`src/hdl/hdc_defines.svh`:
```
`ifndef HDC_DEFINES_SVH
`define HDC_DEFINES_SVH

// cores running in lockstep
`define HDC_NUM_CORES 4

// words per item memory
`define HDC_ITEM_DEPTH 128

// item memory address, log2 of depth
`define HDC_ADDR_W 7

// item and accumulator word
`define HDC_WORD_W 32

// core number, log2 of core count
`define HDC_CORE_W 2

`endif

```
`src/hdl/result_collector.sv`:
```
`timescale 1ns/100ps
`default_nettype none

`include "hdc_defines.svh"

module result_collector #(
    parameter int NUM_CORES = 4
) (
    input  wire                                   clk,
    input  wire                                   rst_n,
    input  wire                                   done,
    input  wire [NUM_CORES*`HDC_WORD_W-1:0]       sums,
    output logic                                  result_valid,
    output logic [((NUM_CORES > 1) ? $clog2(NUM_CORES) : 1)-1:0] result_core,
    output logic [`HDC_WORD_W-1:0]                result_data
);

    // core index and remaining beat widths
    localparam int IDX_W = (NUM_CORES > 1) ? $clog2(NUM_CORES) : 1;
    localparam int CNT_W = $clog2(NUM_CORES + 1);

    // snapshot of all accumulators
    logic [`HDC_WORD_W-1:0] bank [NUM_CORES];

    // beats still to send and next core to send
    logic [CNT_W-1:0] beats_left;
    logic [IDX_W-1:0] rd_idx;

    // capture side
    always_ff @(posedge clk) begin
        if (done) begin
            for (int i = 0; i < NUM_CORES; i++) begin
                bank[i] <= sums[i*`HDC_WORD_W +: `HDC_WORD_W];
            end
        end
    end

    // beat counter, a new done restarts the drain
    always_ff @(posedge clk) begin
        if (!rst_n) begin
            beats_left <= '0;
            rd_idx     <= '0;
        end else if (done) begin
            beats_left <= CNT_W'(NUM_CORES);
            rd_idx     <= '0;
        end else if (beats_left != '0) begin
            beats_left <= beats_left - 1'b1;
            rd_idx     <= rd_idx + 1'b1;
        end
    end

    // registered output, one word per cycle
    always_ff @(posedge clk) begin
        if (!rst_n) begin
            result_valid <= 1'b0;
        end else begin
            result_valid <= (beats_left != '0);
        end
    end

    // payload, core 0 first
    always_ff @(posedge clk) begin
        if (beats_left != '0) begin
            result_core <= rd_idx;
            result_data <= bank[rd_idx];
        end
    end

endmodule

`default_nettype wire

```
`config.mk`:
```
export PLATFORM = sky130hd
export DESIGN_NAME = result_collector
export DESIGN_NICKNAME = d
export VERILOG_FILES = /design/src/hdl/result_collector.sv
export VERILOG_INCLUDE_DIRS = /design/src /design/src/hdl
export SDC_FILE = /design/constraint.sdc
export NUM_CORES = 1
export LEC_CHECK = 0
export ABC_AREA = 1
export BUFFER_PORTS_ARGS = -buffer_cell sky130_fd_sc_hd__buf_4
export CAP_MARGIN = 20
export CELL_PAD_IN_SITES_DETAIL_PLACEMENT = 1
export CELL_PAD_IN_SITES_GLOBAL_PLACEMENT = 1
export CORE_MARGIN = 2
export CORE_UTILIZATION = 40
export CTS_CLUSTER_DIAMETER = 150
export CTS_CLUSTER_SIZE = 12
export DETAILED_ROUTE_END_ITERATION = 12
export PLACE_DENSITY_LB_ADDON = 0.1
export SETUP_SLACK_MARGIN = 0.05
export SYNTH_ARGS = -nofsm -noshare
export SYNTH_HDL_FRONTEND = slang
export SYNTH_SLANG_ARGS = --single-unit
```
`constraint.sdc`:
```
create_clock -name clk -period 2.4 [get_ports clk]
set_input_delay 0.12 -clock clk [delete_from_list [all_inputs] [get_ports clk]]
set_output_delay 0.12 -clock clk [all_outputs]
set_load 0.03 [all_outputs]
```
## After elaboration in Yosys (flattened, before gate mapping)

Memories as Yosys holds them, arrays and structs flattened. A register that Yosys moved wholly into a read port is not among the register bits.
Cells that the tools add are included.

| operators by class | value |
|---|---|
| $add $sub $neg | 2 |
| muxes and demuxes | 4 |
| bitwise operators | 1 |
| reductions and logical operators | 3 |

Operators with widths:

| kind | number |
|---|---|
| 3-bit 2-to-1 mux | 2 |
| 3-bit nonzero test | 1 |
| 3-bit by 1-bit subtractor with 3-bit output (second input constant) | 1 |
| 2-bit by 1-bit adder with 2-bit output (second input constant) | 1 |
| 1-bit 2-to-1 mux | 2 |
| 2-bit nonzero test | 1 |
| 2-bit OR reduction | 1 |
| 1-bit NOT | 1 |

| storage, ports and cells | value |
|---|---|
| flip-flop bits (word level) | 8 |
| bits in writable memories | 128 |
| input port bits | 131 |
| output and inout bits | 35 |
| word-level logic and storage cells | 16 |
| memories | 1 |

Memories:

| name | depth | width | rd ports | clocked after Yosys merged registers in | wr ports | RTL line | source |
|---|---|---|---|---|---|---|---|
| bank | 4 | 32 | 1 | 1 | 4 | result_collector.sv:23 | `` logic [`HDC_WORD_W-1:0] bank [NUM_CORES]; `` |

## Depth between registers and ports, before layout

| depth | value |
|---|---|
| word-level depth | 3 |
| gate-level depth with buffers | 8 |
| depth with buffers taken out | 8 |

## Worst setup path after synthesis

No wires, ideal clock.

| timing path | value |
|---|---|
| path kind | register to register |
| start point | register beats_left[0] |
| end point | register result_core[0] in the netlist's numbering (enable) |
| setup time | 0.392 ns |
| data arrival time | 1.558 ns |
| data required time | 2.008 ns |
| slack | 0.450 ns |
| cell stages (with the launch flop) | 5 |
| buffers on the path | 0 |
| period minus slack after synthesis | 1.950 ns |
| path through | dfxtp_1 > inv_1 > ha_1 > ha_1 > inv_1 |

| between the ends | value |
|---|---|
| longest elaborated chain between the ends | 1 |

Ends and longest elaborated chain:

| what | RTL line | source |
|---|---|---|
| start, declared | result_collector.sv:26 | `logic [CNT_W-1:0] beats_left;` |
| start signal, assigned | result_collector.sv:44 | `beats_left <= CNT_W'(NUM_CORES);` |
| start signal, assigned | result_collector.sv:47 | `beats_left <= beats_left - 1'b1;` |
| 3-bit nonzero test | result_collector.sv:63 | `if (beats_left != '0) begin` |
| end signal, assigned | result_collector.sv:64 | `result_core <= rd_idx;` |
| end, declared | result_collector.sv:14 | `output logic [((NUM_CORES > 1) ? $clog2(NUM_CORES) : 1)-1:0] result_core,` |

Every way passes these cells.
A chain may end at the register's enable or synchronous reset.

## Worst setup path after layout

| timing path | value |
|---|---|
| start point | register beats_left[0] |
| end point | register rd_idx[1] |

| between the ends | value |
|---|---|
| longest elaborated chain between the ends | 1 |

Ends and longest elaborated chain:

| what | RTL line | source |
|---|---|---|
| 3-bit nonzero test | result_collector.sv:46 | `end else if (beats_left != '0) begin` |
| end signal, assigned | result_collector.sv:48 | `rd_idx <= rd_idx + 1'b1;` |
| end, declared | result_collector.sv:27 | `logic [IDX_W-1:0] rd_idx;` |

Every way passes these cells.

==> key figures <==
Power and ir drop
  • Sw Ratio: between 20% and 30%
  • Sw Pwr: around 1800 uW
  • Maximum vdd ir drop: 0.000566 V
  • Clock share of power: 38.3%
  • Power density over cell area: about 750 nW/um^2
  • P_int: 5770 uW
  • Sequential power share: about 48%
  • Pleak: ~0.0046 uW
  • Comb power frac: about 14%

Timing
  • Post-route minimum period: between 1.5 and 2 ns
  • Final setup violation count: 0
  • Final Skew: between 0.009 and 0.01 ns
  • Fmax: between 500 and 600 MHz
  • Worst setup margin: approximately 0.65 ns
  • RSZ-0062 raised after global routing: no
  • Setup TNS: 0 ns
  • Final hold violation count: 0
  • Rel. slew slack: around 33%
  • Worst Tran Pin Value: 0.999 ns
  • Fin crit share: 72.8%
  • Slew Viols, Final: 0

GRT
  • Overflow after GRT: 0
  • Initial antenna violation count: 1
  • Vias in the first global route: between 5,000 and 6,000
  • Largest net degree at the start of global routing: approximately 70
  • First-pass GRT wire length: around 30,000 um
  • GR Util All Layers: between 20% and 30%

Logic synthesis
  • Post-synthesis sequential area ratio: ~74%
  • Post-synthesis simple-gate area fraction: between 10 and 15%
  • Register bit total from synthesis: between 150 and 200
  • Synthesized cell area: between 6000 and 7000 um^2
  • Post-synthesis cell type count: 12
  • Mux contribution to synthesized area: 0%
  • Net Count, Synth: around 710
  • Synth warn: 0
  • Largest family of logic cells by synthesized area: simple AND/OR/NAND/NOR gates
  • Complex-gate fraction of the synthesized area: less than 1%
  • Post-Synthesis Cells: around 580
  • XOR/XNOR Fraction of Synth Area: 0%
  • Post-Syn Area per Cell: between 10 and 15 um^2
  • Area share of fa/ha/maj cells after synthesis: less than 1%

Routing
  • Via Count: slightly above 5,000
  • Initial DRC Count: 154
  • Drt pass-1 iters: 4
  • Via/cell ratio: between 4 and 5
  • DRC errors left: 0
  • Routed Antenna Nets: 0
  • Wire per inst: roughly 17 um
  • Drt total wl: between 15,000 and 20,000 um

Worst setup path
  • Arrival time at the worst endpoint: between 2 and 2.5 ns
  • Setup crit end kind: register
  • Worst R2R Path Depth: 8
  • Req. time, crit path: between 2 and 3 ns
  • FF-to-FF setup slack: 0.65 ns
  • Startpoint types: register
  • RR Startpoint: beats_left[0]$_SDFFE_PP0P_
  • Worst R2R End: rd_idx[1]$_SDFFE_PP0P_
  • Worst Setup Path Type: register to register
  • CP Max Fanout: 30

Clock tree
  • Worst-path clk slew: around 0.07 ns
  • Root buf cell: clkbuf_16
  • Depth of the CTS H-tree: 4
  • Worst skew pair latency: between 0.4 and 0.5 ns
  • TritonCTS clock tree: built
  • Post-CTS setup buffer count: 0
  • Inserted Clock Buffers: 17
  • CTS Buffer Depth: 2
  • Clock sink total: around 170

Placement
  • Port bufs: about 170
  • HPWL after detailed placement: about 11,000 um
  • Pre-CTS WS: roughly 0.65 ns
  • Placer's final routability congestion estimate: about 0.74

Job
  • Max Cap Viol: 0

Floorplan
  • Chip Width: 134 um
  • DIE AREA: 17,800 um^2
  • Die Height: about 130 um
  • Site Rows: 47
  • Core Region: around 17,000 um^2
  • Io pins: between 150 and 200
  • Initial core utilization: roughly two fifths

Min path
  • Worst Hold Endpoint: bank[0][28]$_DFFE_PP_
  • Hold depth: 1
  • Min-delay worst type: primary input to register
  • Hold wc startpoint: done

Cells and area
  • Area occupied by multi-input gates: slightly above 1000 um^2
  • Register area: between 4000 and 5000 um^2
  • Final net count: a little over 1,000
  • Layout overhead on the synthesized area: 50.8%
  • Filler instances: roughly 1,700
  • Ratio of cells with drive above 1 in the final layout: between 20% and 30%

Status
  • Status: complete, no violations
[area by class of cell]
| type | instances | share of cell area [%] |
|---|---|---|
| flip-flops and latches | 168 | 49.2 |
| repair buffers | 308 | 26.5 |
| multi-input cells | 247 | 10.3 |
| inverters | 140 | 5.19 |
| clock buffers | 21 | 4.35 |
| well taps | 220 | 2.72 |
| clock inverters | 11 | 1.70 |
| diodes | 1 | 0.0247 |
[registers in the layout, indices dropped and copies added, names as in the netlist]
signal	flops
result_valid	1
bank	128
beats_left	3
result_data	32
rd_idx	2
result_core	2
[synth_stat cells]
cell / count / share of area, %
edfxtp_1: 162 / 72
nand3_1: 65 / 4.8
buf_2: 11 / 0.82
buf_6: 8 / 1.3
nor2_1: 6 / 0.34
inv_2: 1 / 0.056
inv_1: 139 / 7.8
nand2_1: 169 / 9.4
dfxtp_1: 6 / 1.8
a21oi_1: 4 / 0.30
buf_4: 3 / 0.34
ha_1: 3 / 0.56
[power groups by stage]
stage | Combinational [uW] | Sequential, uW | Clock [uW]
after floorplan | 286 | 3820 | 0
after global placement | 865 | 3660 | 0
after detailed placement | 894 | 3680 | 0
after CTS | 1070 | 3620 | 2940
after global routing | 1170 | 3650 | 3050
final | 1070 | 3620 | 2910
[kinds of logic (layout without fill, tap and decap cells)]
group / after synthesis / after routing
AOI/OAI and AO/OA: 4 / 4
adders and majority gates: 3 / 3
buffers and inverters: 162 / 480
DFF: 168 / 168
other: 0 / 1
and+or+nand+nor: 240 / 240
[metrics by stage]
stage	total power, uW	hold WS [ns]	area (um^2)	util [%]	cells
after global placement	4530	0.298	8220	49.8	954
after CTS	7620	0.281	10100	61.3	1115
after floorplan	4100	0.219	6720	-	577
after detailed placement	4570	0.299	8220	49.8	954
after global routing	7870	0.302	10100	61.3	1116
final	7600	0.283	10100	61.3	1116
[worst max-delay path by stage]
stage | start | depth (start not counted) | to
2_1_floorplan | beats_left[0]$_SDFFE_PP0P_ | 4 | result_core[0]$_DFFE_PP_
3_3_place_gp | beats_left[0]$_SDFFE_PP0P_ | 8 | rd_idx[1]$_SDFFE_PP0P_
3_5_place_dp | beats_left[0]$_SDFFE_PP0P_ | 8 | rd_idx[1]$_SDFFE_PP0P_
4_1_cts | beats_left[0]$_SDFFE_PP0P_ | 8 | rd_idx[1]$_SDFFE_PP0P_
5_1_grt | beats_left[0]$_SDFFE_PP0P_ | 8 | rd_idx[1]$_SDFFE_PP0P_
6_report | beats_left[0]$_SDFFE_PP0P_ | 8 | rd_idx[1]$_SDFFE_PP0P_
[timing repair]
item,CTS,global route
resized for setup,0,0
hold buffers,129,0
hold endpoints to repair,130,0
[worst max-delay path, stage by stage (launching register included)]
cell,delay (ns)
dfxtp_1,0.34
inv_1,0.06
ha_1,0.21
ha_1,0.28
inv_2,0.25
buf_12,0.25
nand3_1,0.09
nand2_1,0.10
nor2_1,0.04
[per-layer routing]
layer | up-vias | wire length (um) | track usage, %
met4 | 0 | 419 | 8.63
met5 | - | 0 | 0
met2 | 138 | 10400 | 42.0
li1 | 2427 | - | -
met3 | 28 | 977 | 6.20
met1 | 2511 | 7180 | 24.0
[cells in the final DEF (no fill, tap or decap)]
cell type      netlist  routed
a21oi_1              4       4
buf_12               0       4
buf_4                3     175
bufinv_16            0       4
clkbuf_1             0       4
clkbuf_16            0      17
clkinv_1             0       1
clkinv_4             0       2
clkinvlp_4           0       3
dfxtp_1              6       4
dfxtp_2              0       2
diode_2              0       1
dlygate4sd3_1        0     129
edfxtp_1           162     162
ha_1                 3       3
inv_1              139     138
inv_2                1       2
inv_6                0       1
nand2_1            169     169
nand3_1             65      65
nor2_1               6       6
Power figures use the tool's default switching activity.
