==> src/hdl/hdc_defines.svh <==
`ifndef HDC_DEFINES_SVH
`define HDC_DEFINES_SVH

// cores running in lockstep
`define HDC_NUM_CORES 4

// words per item memory
`define HDC_ITEM_DEPTH 128

// item memory address, log2 of depth
`define HDC_ADDR_W 7

// item and accumulator word
`define HDC_WORD_W 32

// core number, log2 of core count
`define HDC_CORE_W 2

`endif

==> src/hdl/hdc_pkg.sv <==
`default_nettype none

`include "hdc_defines.svh"

package hdc_pkg;

    // host command opcodes
    // nop is reserved, decoder flags it
    typedef enum logic [1:0] {
        OP_NOP    = 2'b00,
        OP_LOAD   = 2'b01,
        OP_SRC    = 2'b10,
        OP_FINISH = 2'b11
    } op_e;

    // item or accumulator value
    typedef logic [`HDC_WORD_W-1:0] word_t;

    // item memory address
    typedef logic [`HDC_ADDR_W-1:0] addr_t;

    // core number
    typedef logic [`HDC_CORE_W-1:0] core_idx_t;

endpackage

`default_nettype wire

==> src/hdl/cmd_decoder.sv <==
`timescale 1ns/100ps
`default_nettype none

`include "hdc_defines.svh"

module cmd_decoder (
    input  wire                      clk,
    input  wire                      rst_n,
    input  wire                      cmd_valid,
    input  hdc_pkg::op_e             cmd_op,
    input  hdc_pkg::core_idx_t       cmd_core,
    input  hdc_pkg::addr_t           cmd_addr,
    input  hdc_pkg::word_t           cmd_data,
    output logic                     load_en,
    output hdc_pkg::core_idx_t       load_core,
    output hdc_pkg::addr_t           load_addr,
    output hdc_pkg::word_t           load_data,
    output logic                     src_en,
    output hdc_pkg::addr_t           src_addr,
    output logic                     finish_en,
    output logic                     bad_cmd
);

    // one-hot decode of the incoming command
    logic is_load;
    logic is_src;
    logic is_finish;
    logic is_bad;

    always_comb begin
        is_load   = 1'b0;
        is_src    = 1'b0;
        is_finish = 1'b0;
        is_bad    = 1'b0;
        if (cmd_valid) begin
            case (cmd_op)
                hdc_pkg::OP_LOAD:   is_load   = 1'b1;
                hdc_pkg::OP_SRC:    is_src    = 1'b1;
                hdc_pkg::OP_FINISH: is_finish = 1'b1;
                // reserved opcode, flag only
                default:            is_bad    = 1'b1;
            endcase
        end
    end

    // strobes, one cycle after the command
    always_ff @(posedge clk) begin
        if (!rst_n) begin
            load_en   <= 1'b0;
            src_en    <= 1'b0;
            finish_en <= 1'b0;
            bad_cmd   <= 1'b0;
        end else begin
            load_en   <= is_load;
            src_en    <= is_src;
            finish_en <= is_finish;
            bad_cmd   <= is_bad;
        end
    end

    // fields ride along with their strobe
    always_ff @(posedge clk) begin
        if (is_load) begin
            load_core <= cmd_core;
            load_addr <= cmd_addr;
            load_data <= cmd_data;
        end
        if (is_src) begin
            src_addr <= cmd_addr;
        end
    end

endmodule

`default_nettype wire

==> config.mk <==
export PLATFORM = sky130hd
export DESIGN_NAME = cmd_decoder
export DESIGN_NICKNAME = d
export VERILOG_FILES = /design/src/hdl/hdc_pkg.sv /design/src/hdl/cmd_decoder.sv
export VERILOG_INCLUDE_DIRS = /design/src /design/src/hdl
export SDC_FILE = /design/constraint.sdc
export NUM_CORES = 1
export LEC_CHECK = 0
export BUFFER_PORTS_ARGS = -buffer_cell sky130_fd_sc_hd__clkbuf_2
export CAP_MARGIN = 20
export CORE_ASPECT_RATIO = 1.1
export CORE_MARGIN = 4
export CORE_UTILIZATION = 44
export DETAILED_ROUTE_END_ITERATION = 7
export PLACE_DENSITY = 0.82
export SLEW_MARGIN = 20
export SYNTH_ARGS = -nofsm -noshare
export SYNTH_HDL_FRONTEND = slang
export SYNTH_SLANG_ARGS = --single-unit
==> constraint.sdc <==
create_clock -name clk -period 3.23 [get_ports clk]
set_clock_uncertainty 0.05 [all_clocks]
set_input_delay 0.1615 -clock clk [delete_from_list [all_inputs] [get_ports clk]]
set_output_delay 0.1615 -clock clk [all_outputs]
set_load 0.1 [all_outputs]
; Yosys cells after proc, flatten, opt, wreduce, memory -nomap -nowiden
; Cells that the tools add are included.
[word_totals]
reg_bits = 52
in_bits = 46
out_inout_bits = 52
wordCells = 19
[classes]
eq_ne = 3
n_mux = 6
n_reduce_logical = 2
[op_table]
columns = cell, n
row1 = two-way mux 1 bit, 6
row2 = "equality test 2 bit, second input constant", 2
row3 = OR reduction 3 bit, 1
row4 = "equality test 2 x 1 -> 1 bit, second input constant", 1
row5 = AND reduction 2 bit, 1

; Depth between registers and ports, before layout
; Gate-level depths: netlist (run 1).
[depth]
depth_word = 3
mapped_depth = 1
ltp_nobuf = 1

; Least setup slack after synthesis (run 1)
; Ideal clock, no wire load.
[synth_timing]
path_kind = in2reg
startpoint = input cmd_op[1]
endpoint = register load_addr[0], enable pin
setup_ps = 379
arrival_ps = 839
t_required_ps = 2801
path_slack_ps = 1962
cell_stages = 1
n_path_buf = 0
path_cell_list = and3b_2
[synth_between]
elab_chain_cells = 3
[synth_lines]
columns = item, line_no
row1 = "start, declared", cmd_decoder.sv:10  ; input hdc_pkg::op_e cmd_op,
row2 = equality test 2 x 1 -> 1 bit, cmd_decoder.sv:36  ; case (cmd_op)
row3 = two-way mux 1 bit, cmd_decoder.sv:36
row4 = two-way mux 1 bit, cmd_decoder.sv:35  ; if (cmd_valid) begin
row5 = "end signal, assigned", cmd_decoder.sv:65  ; load_addr <= cmd_addr;
row6 = "end, declared", cmd_decoder.sv:16  ; output hdc_pkg::addr_t load_addr,
; Every way passes these cells.
; A chain may end at the register's enable or synchronous reset.

; Final worst setup path (run 1)
[layout_timing]
startpoint = register load_core[1]
endpoint = output load_core[1]
[layout_lines]
columns = item, line_no
row1 = "start, declared", cmd_decoder.sv:15  ; output hdc_pkg::core_idx_t load_core,
row2 = "start signal, assigned", cmd_decoder.sv:64  ; load_core <= cmd_core;
; No word-level cell between the ends.

==> summary.md, run 1 <==
For the sum of overflow across all layers after global routing, the log shows 0. The share of the synthesized area in the top cell type came out at 0.909. The worst setup path is launched from a flip-flop. Adding up every negative setup slack in the final design gives 0 ps. The largest net degree at the start of global routing was 42. Ranked by total cell area, the synthesized netlist is headed by sky130_fd_sc_hd__edfxtp_1, sky130_fd_sc_hd__dfxtp_1, sky130_fd_sc_hd__and4b_2. The run finished with clean final reports. After the first detailed-routing iteration, the DRC count stood at 37. The first TritonRoute pass finished after 4 iterations. TritonCTS built the clock tree.

The buffering stage count on the worst path with inverters included came out at 1. The logs give 0 for the final count of hold timing violations and 22 for the number of core rows. The share of synthesized area spent on multiplexers works out to 0.

The logs give 0.000274 V for the worst IR drop on VDD and 2130 um^2 for the total cell area at the placement stage. Counting along the longest clock path gives a buffer depth of 2. In this run the horizontal extent of the chip is 65.3 um. Walking the worst path, the cells encountered are clkbuf_2. Power spread over the standard cell area amounts to 555 nW/um^2.

The number of cells on the worst hold path came out at 2. From synthesis to final layout, the design area changed by 65.3%. Proportion of synthesized chip area in sequential cells: 0.959. The category of the most critical setup path was flip-flop to output port. The biggest fanout along the worst timing path was 1.

The count of state elements after synthesis is 52, and the global placement routability congestion is 0.685. The tools report the count of fill cells added during filler insertion as 218. For this run, the number of Yosys warnings is 0.

The logs give 0.195 for the global router's overall resource usage and 5 for the total CTS buffers. The initial core utilization was 0.465; the clock transition at the register clock pins on the worst setup and hold paths after CTS was 140 ps. The post-route cell area is 2620 um^2, and the peak per-stage delay on the critical path is 480 ps. Core area: 3410 um^2.

The number of setup buffers added after CTS is 0. In this run the static leakage power is 1.12 nW. In this run the worst hold path is classified as primary input to flip-flop. The cell chosen for the clock root was sky130_fd_sc_hd__clkbuf_4. For this run, design rule violations remaining after detail routing come to 0. The tools report the number of antenna cells inserted as 0. The summed instance area of the synthesized netlist is 1590 um^2, and the final wirelength is 4460 um. The die is 71.0 um tall.

Required time at the worst-slack endpoint: 3020 ps. The worst setup path is captured at an output port. The arrival time at the worst endpoint came out at 1220 ps. The count of pins over their slew limit is 0.

Area fraction in compound gates after synthesis: 0. Slowest cell on the critical path: sky130_fd_sc_hd__clkbuf_2. Average size of a mapped cell: 27.4 um^2. The tool flagged a number of max-cap violations equal to 0. The run gives 1198 as the via count of the first global-routing pass. The area of the die was 4630 um^2; the top-level I/O count was 98. Across all layers, the routed design uses 1150 vias. Broken down by cell family, the worst path's largest delay share belongs to buffers and inverters. Fraction of synthesized cell area in xor and xnor cells: 0. Main combinational cell family by area after synthesis: simple AND/OR/NAND/NOR gates. The most common cell in the synthesized netlist is sky130_fd_sc_hd__edfxtp_1. The basic-gate share of the synthesized area counting and, or, nand and nor cells came out at 0.0410. The H-tree depth was 2; the post-route total power was 0.00146 W. The fraction of synthesis flops using an asynchronous set or reset pin was 0. The path length in cells of the critical path was 1.

The number of antenna violations at the first check in global routing is 0, and the global-route wire length before repair is 6520 um. For the maximum achievable frequency, the log shows 0.699 GHz. In the synthesized netlist the dominant register cell turns out to be sky130_fd_sc_hd__edfxtp_1.

The total number of nets in the final design was 249; the final critical path time including I/O delays and setup was 1430 ps. The portion of the clock cycle consumed by the worst path in the final layout came out at 0.443. The number of vias per cell was 4.56. The worst-case headroom to the max-slew limit was 0.421. Synthesis handed over a netlist of 58 instances. The clock drives 52 sinks. The post-detailed-route count of antenna-violating nets was 0.

In this run, synthesis inferred 48 flip-flops with an integrated enable. The area share of fa/ha/maj cells after synthesis came out at 0. The fraction of layout cells with a size suffix above 1 came out at 0.539. The total of buffers placed on input and output ports was 97.

The tools report the count of final setup violators as 0. Setup repair after global routing left no endpoint under its margin. For the pin with the worst max-slew slack, the measured transition is 869 ps.

In the final routed layout, each cell accounts on average for 17.7 um. The commonest cells after synthesis are sky130_fd_sc_hd__edfxtp_1, sky130_fd_sc_hd__dfxtp_1, sky130_fd_sc_hd__and3b_2, sky130_fd_sc_hd__and4b_2. The number of nets handed over by synthesis was 104.

Yosys mapped the design onto 6 distinct sky130hd cell types. The largest area contributor in the netlist is sky130_fd_sc_hd__edfxtp_1.
what timing repair did:
item / CTS / global route
gates resized for setup: 0 / 0
hold buffers: 41 / 0
hold endpoints to repair: 48 / 0
endpoints found under the setup margin: 0 / 0
cells in the final DEF, fill, tap and decap left out:
| cell | count |
|---|---|
| sky130_fd_sc_hd__and3b_2 | 2 |
| sky130_fd_sc_hd__edfxtp_1 | 48 |
| sky130_fd_sc_hd__clkinv_1 | 1 |
| sky130_fd_sc_hd__dfxtp_1 | 4 |
| sky130_fd_sc_hd__dlygate4sd3_1 | 41 |
| sky130_fd_sc_hd__and4_2 | 1 |
| sky130_fd_sc_hd__bufinv_16 | 1 |
| sky130_fd_sc_hd__and4b_2 | 2 |
| sky130_fd_sc_hd__clkbuf_2 | 97 |
| sky130_fd_sc_hd__and4bb_2 | 1 |
| sky130_fd_sc_hd__clkinv_4 | 1 |
| sky130_fd_sc_hd__clkbuf_4 | 5 |
final timing paths:
path / startpoint / endpoint
worst min-delay path: cmd_op[0] / finish_en$_SDFF_PN0_
worst max-delay path: load_core[1]$_DFFE_PP_ / load_core[1]
per-layer routing:
metal	GRT usage	vias up	wire, um
li1	-	524	-
met1	0.217	536	1580
met2	0.341	86	2310
met3	0.0746	4	528
met4	0.0622	0	44
met5	0	-	0
state kept, by name, indices dropped and copies added, names as in the netlist:
| register | flops |
|---|---|
| bad_cmd | 1 |
| finish_en | 1 |
| load_addr | 7 |
| load_core | 2 |
| load_data | 32 |
| load_en | 1 |
| src_addr | 7 |
| src_en | 1 |
through the flow:
step | utilization | cells | hold WS [ps] | setup WS (ps)
finish | 0.768 | 252 | 87.6 | 1800
global route | 0.768 | 252 | 55.5 | 1750
CTS | 0.768 | 252 | 63.4 | 1820
detailed placement | 0.625 | 203 | 290 | 1660
global placement | 0.625 | 203 | 289 | 1700
floorplan | - | 58 | 210 | 1960
final cells by class:
cell class                      count  area [um^2]  share of cell area
Clock inverter                      3         42.5              0.0162
Clock buffer                        5         37.5              0.0143
Timing Repair Buffer              138          896               0.342
Tap cell                           48         60.1              0.0229
Sequential cell                    52         1520               0.580
Multi-Input combinational cell      6         65.1              0.0248
cell families (layout without fill, tap and decap cells):
logic type             after synthesis  count (layout)
buffers and inverters                0             146
flip-flops                          52              52
AND/OR/NAND/NOR                      6               6
power breakdown:
part | switching, W | internal [W]
logic | 0.000256 | 0.0000712
clock network | 0.000188 | 0.000162
registers | 0.00000972 | 0.000769
total | 0.000454 | 0.00100
No activity file was read; power rests on OpenSTA's default activity.
==> inputs of run 2 (changes only) <==
--- a/config.mk
+++ b/config.mk
@@ -10,9 +10,9 @@
 export CAP_MARGIN = 20
 export CORE_ASPECT_RATIO = 1.1
 export CORE_MARGIN = 4
-export CORE_UTILIZATION = 44
+export CORE_UTILIZATION = 37
 export DETAILED_ROUTE_END_ITERATION = 7
-export PLACE_DENSITY = 0.82
+export PLACE_DENSITY = 0.73
 export SLEW_MARGIN = 20
 export SYNTH_ARGS = -nofsm -noshare
 export SYNTH_HDL_FRONTEND = slang
==> constraint.sdc (replaced) <==
create_clock -name clk -period 1.3 [get_ports clk]
set_clock_uncertainty 0.05 [all_clocks]
set_input_delay 0.065 -clock clk [delete_from_list [all_inputs] [get_ports clk]]
set_output_delay 0.065 -clock clk [all_outputs]
set_load 0.1 [all_outputs]
==> summary.md, run 2 (synthesis results as in run 1) <==
The end-of-flow core utilization is 0.672. TritonCTS built the clock tree. Overall power consumption after layout is estimated at 0.00383 W.

Dominant delay contributor by cell family on the critical path: buffers and inverters. For the required time at the worst-slack endpoint, the log shows 1190 ps. The initialized floorplan defines 24 standard-cell rows. The library cell used most frequently in the layout, excluding fill and tap cells, is sky130_fd_sc_hd__clkbuf_2.

Dividing the detail-routed wire length by the instance count gives 15.8 um. The total number of nets in the final design was 251; the buffer levels on the longest clock path was 2. For this design the ratio of total power to cell area is 1410 nW/um^2. STA classifies the critical path endpoint as an output port. The number of antenna diodes in the final layout is 0. The H-tree was split into 2 levels.

The worst-case IR drop observed on VDD is 0.000577 V. Leaving out fill and tap cells, the most frequent cells in the layout are sky130_fd_sc_hd__clkbuf_2, sky130_fd_sc_hd__edfxtp_1, sky130_fd_sc_hd__dlygate4sd3_1, sky130_fd_sc_hd__buf_4, sky130_fd_sc_hd__clkbuf_8. On the critical path, the stage with the largest delay is an instance of sky130_fd_sc_hd__clkbuf_2.

The post-detailed-route count of antenna-violating nets was 0; the fraction of layout cells with a size suffix above 1 was 0.549. The die is 76.7 um tall. Derived from the worst setup path, the maximum achievable clock frequency is 0.809 GHz.

In the final layout, the registers with the most flip-flops are load_data x32, load_addr x7, src_addr x7. The finished cells cover 2720 um^2. The register with the most flip-flops in the layout has 32 of them. The total CTS buffers was 5; the core area was 4050 um^2. The detailed router finished its first iteration with 53 violations. For the final count of hold timing violations, the log shows 0. The total of buffers placed on input and output ports was 97. The logs give 1158 for the via count of the first global-routing pass and 52 for the sink count of the clock tree. The clock transition at the register clock pins on the worst setup and hold paths after CTS works out to 90 ps. The total half-perimeter wirelength after legalization and detailed placement is 2670 um. For the total cell area at the placement stage, the log shows 2200 um^2.

The sum of overflow across all layers after global routing is 0, and the setup TNS is 0 ps. The worst path in the final design needs a cycle of 1240 ps, including I/O delays and setup. The logs give 0 for the number of antenna violations at the first check in global routing and 1132 for the vias after detailed routing. The routed design has 4070 um of wire. The count of final setup violators was 0; the count of unresolved DRC violations after routing was 0. The logs give 22 for the largest net degree at the start of global routing and 0 for the number of buffers inserted by post-CTS setup repair.

The tools report the count of pins over their slew limit as 0. Across the run, the number of max-cap violations was 0. The biggest fanout along the worst timing path was 1. The number of vias per cell is 4.39. The layout-stage area growth over the synthesis result came out at 71.6%.

The global placement routability congestion is 0.839, and the global-route wire length before repair is 6180 um. The floorplan step defined a die boundary enclosing 5400 um^2. In this run the worst hold path is classified as primary input to flip-flop. Counting flops per register, the top entry is load_data. The first detailed-routing pass took 4 iterations. Buffering stage count on the worst path with inverters included: 1. Walking the worst path, the cells encountered are clkbuf_2. The analysis attributes to cell leakage a power of 1.16 nW. The peak per-stage delay on the critical path is 460 ps.

The global router's overall resource usage came out at 0.155. The critical path is of the flip-flop to output port type. The actual transition at the worst max-transition pin is 560 ps.

The portion of the clock cycle consumed by the worst path in the final layout came out at 0.951. The cell sitting at the root of the clock tree is a sky130_fd_sc_hd__clkbuf_8. Setup repair after global routing left no endpoint under its margin. The initial core utilization came out at 0.391. The logs give 0.628 for the worst-case headroom to the max-slew limit and 61.1 ps for the final hold slack. Data arrives at the worst endpoint at 1120 ps. 98 I/O pins were placed. The flow ran to the end, and the final reports show no timing, DRC or antenna violations. The worst setup path is launched from a flip-flop. The floorplan step set the die width to 70.4 um.
-- run 2: cell count changes in the layout (fill, tap and decap cells not counted), sizes merged --
cell,before,now
clkinv,2,0
clkinvlp,0,1
inv,0,1
buf,0,11
clkbuf,102,93
-- run 2: metrics by stage --
stage               setup WS, ps  std cells
global route                13.2        258
finish                      63.8        258
floorplan                    129         58
global placement             219        209
detailed placement           202        209
CTS                         50.4        258
-- run 2: final timing paths --
check                                   from                    to  slack (ps)  cells after the start
worst min-delay path               cmd_op[0]  finish_en$_SDFF_PN0_          60                      2
worst max-delay path  load_data[6]$_DFFE_PP_          load_data[6]          60                      1
-- run 2: cell type report --
class,count,area [um^2]
flip-flops and latches,52,1520
fillers,265,1330
repair buffers,140,956
clock buffers,5,68.8
multi-input cells,6,65.1
well taps,52,65.1
clock inverters,3,46.3
-- run 2: metal layers --
layer / vias to the layer above / GRT usage / routed length [um]
li1: 528 / - / -
met1: 528 / 0.169 / 1400
met2: 74 / 0.264 / 2110
met3: 2 / 0.0719 / 520
met4: 0 / 0.0517 / 33
met5: - / 0 / 0
-- run 2: timing repair --
action / CTS / global route
resized for setup: 0 / 1
hold endpoints to repair: 48 / 0
hold buffers: 41 / 0
endpoints found under the setup margin: 0 / 1
-- run 2: report_power, final --
part	internal [W]	leakage, nW	switching [W]
sequential	0.00191	0.473	0.0000224
combinational	0.000193	0.629	0.000634
clock	0.000579	0.0548	0.000496
total	0.00268	1.16	0.00115
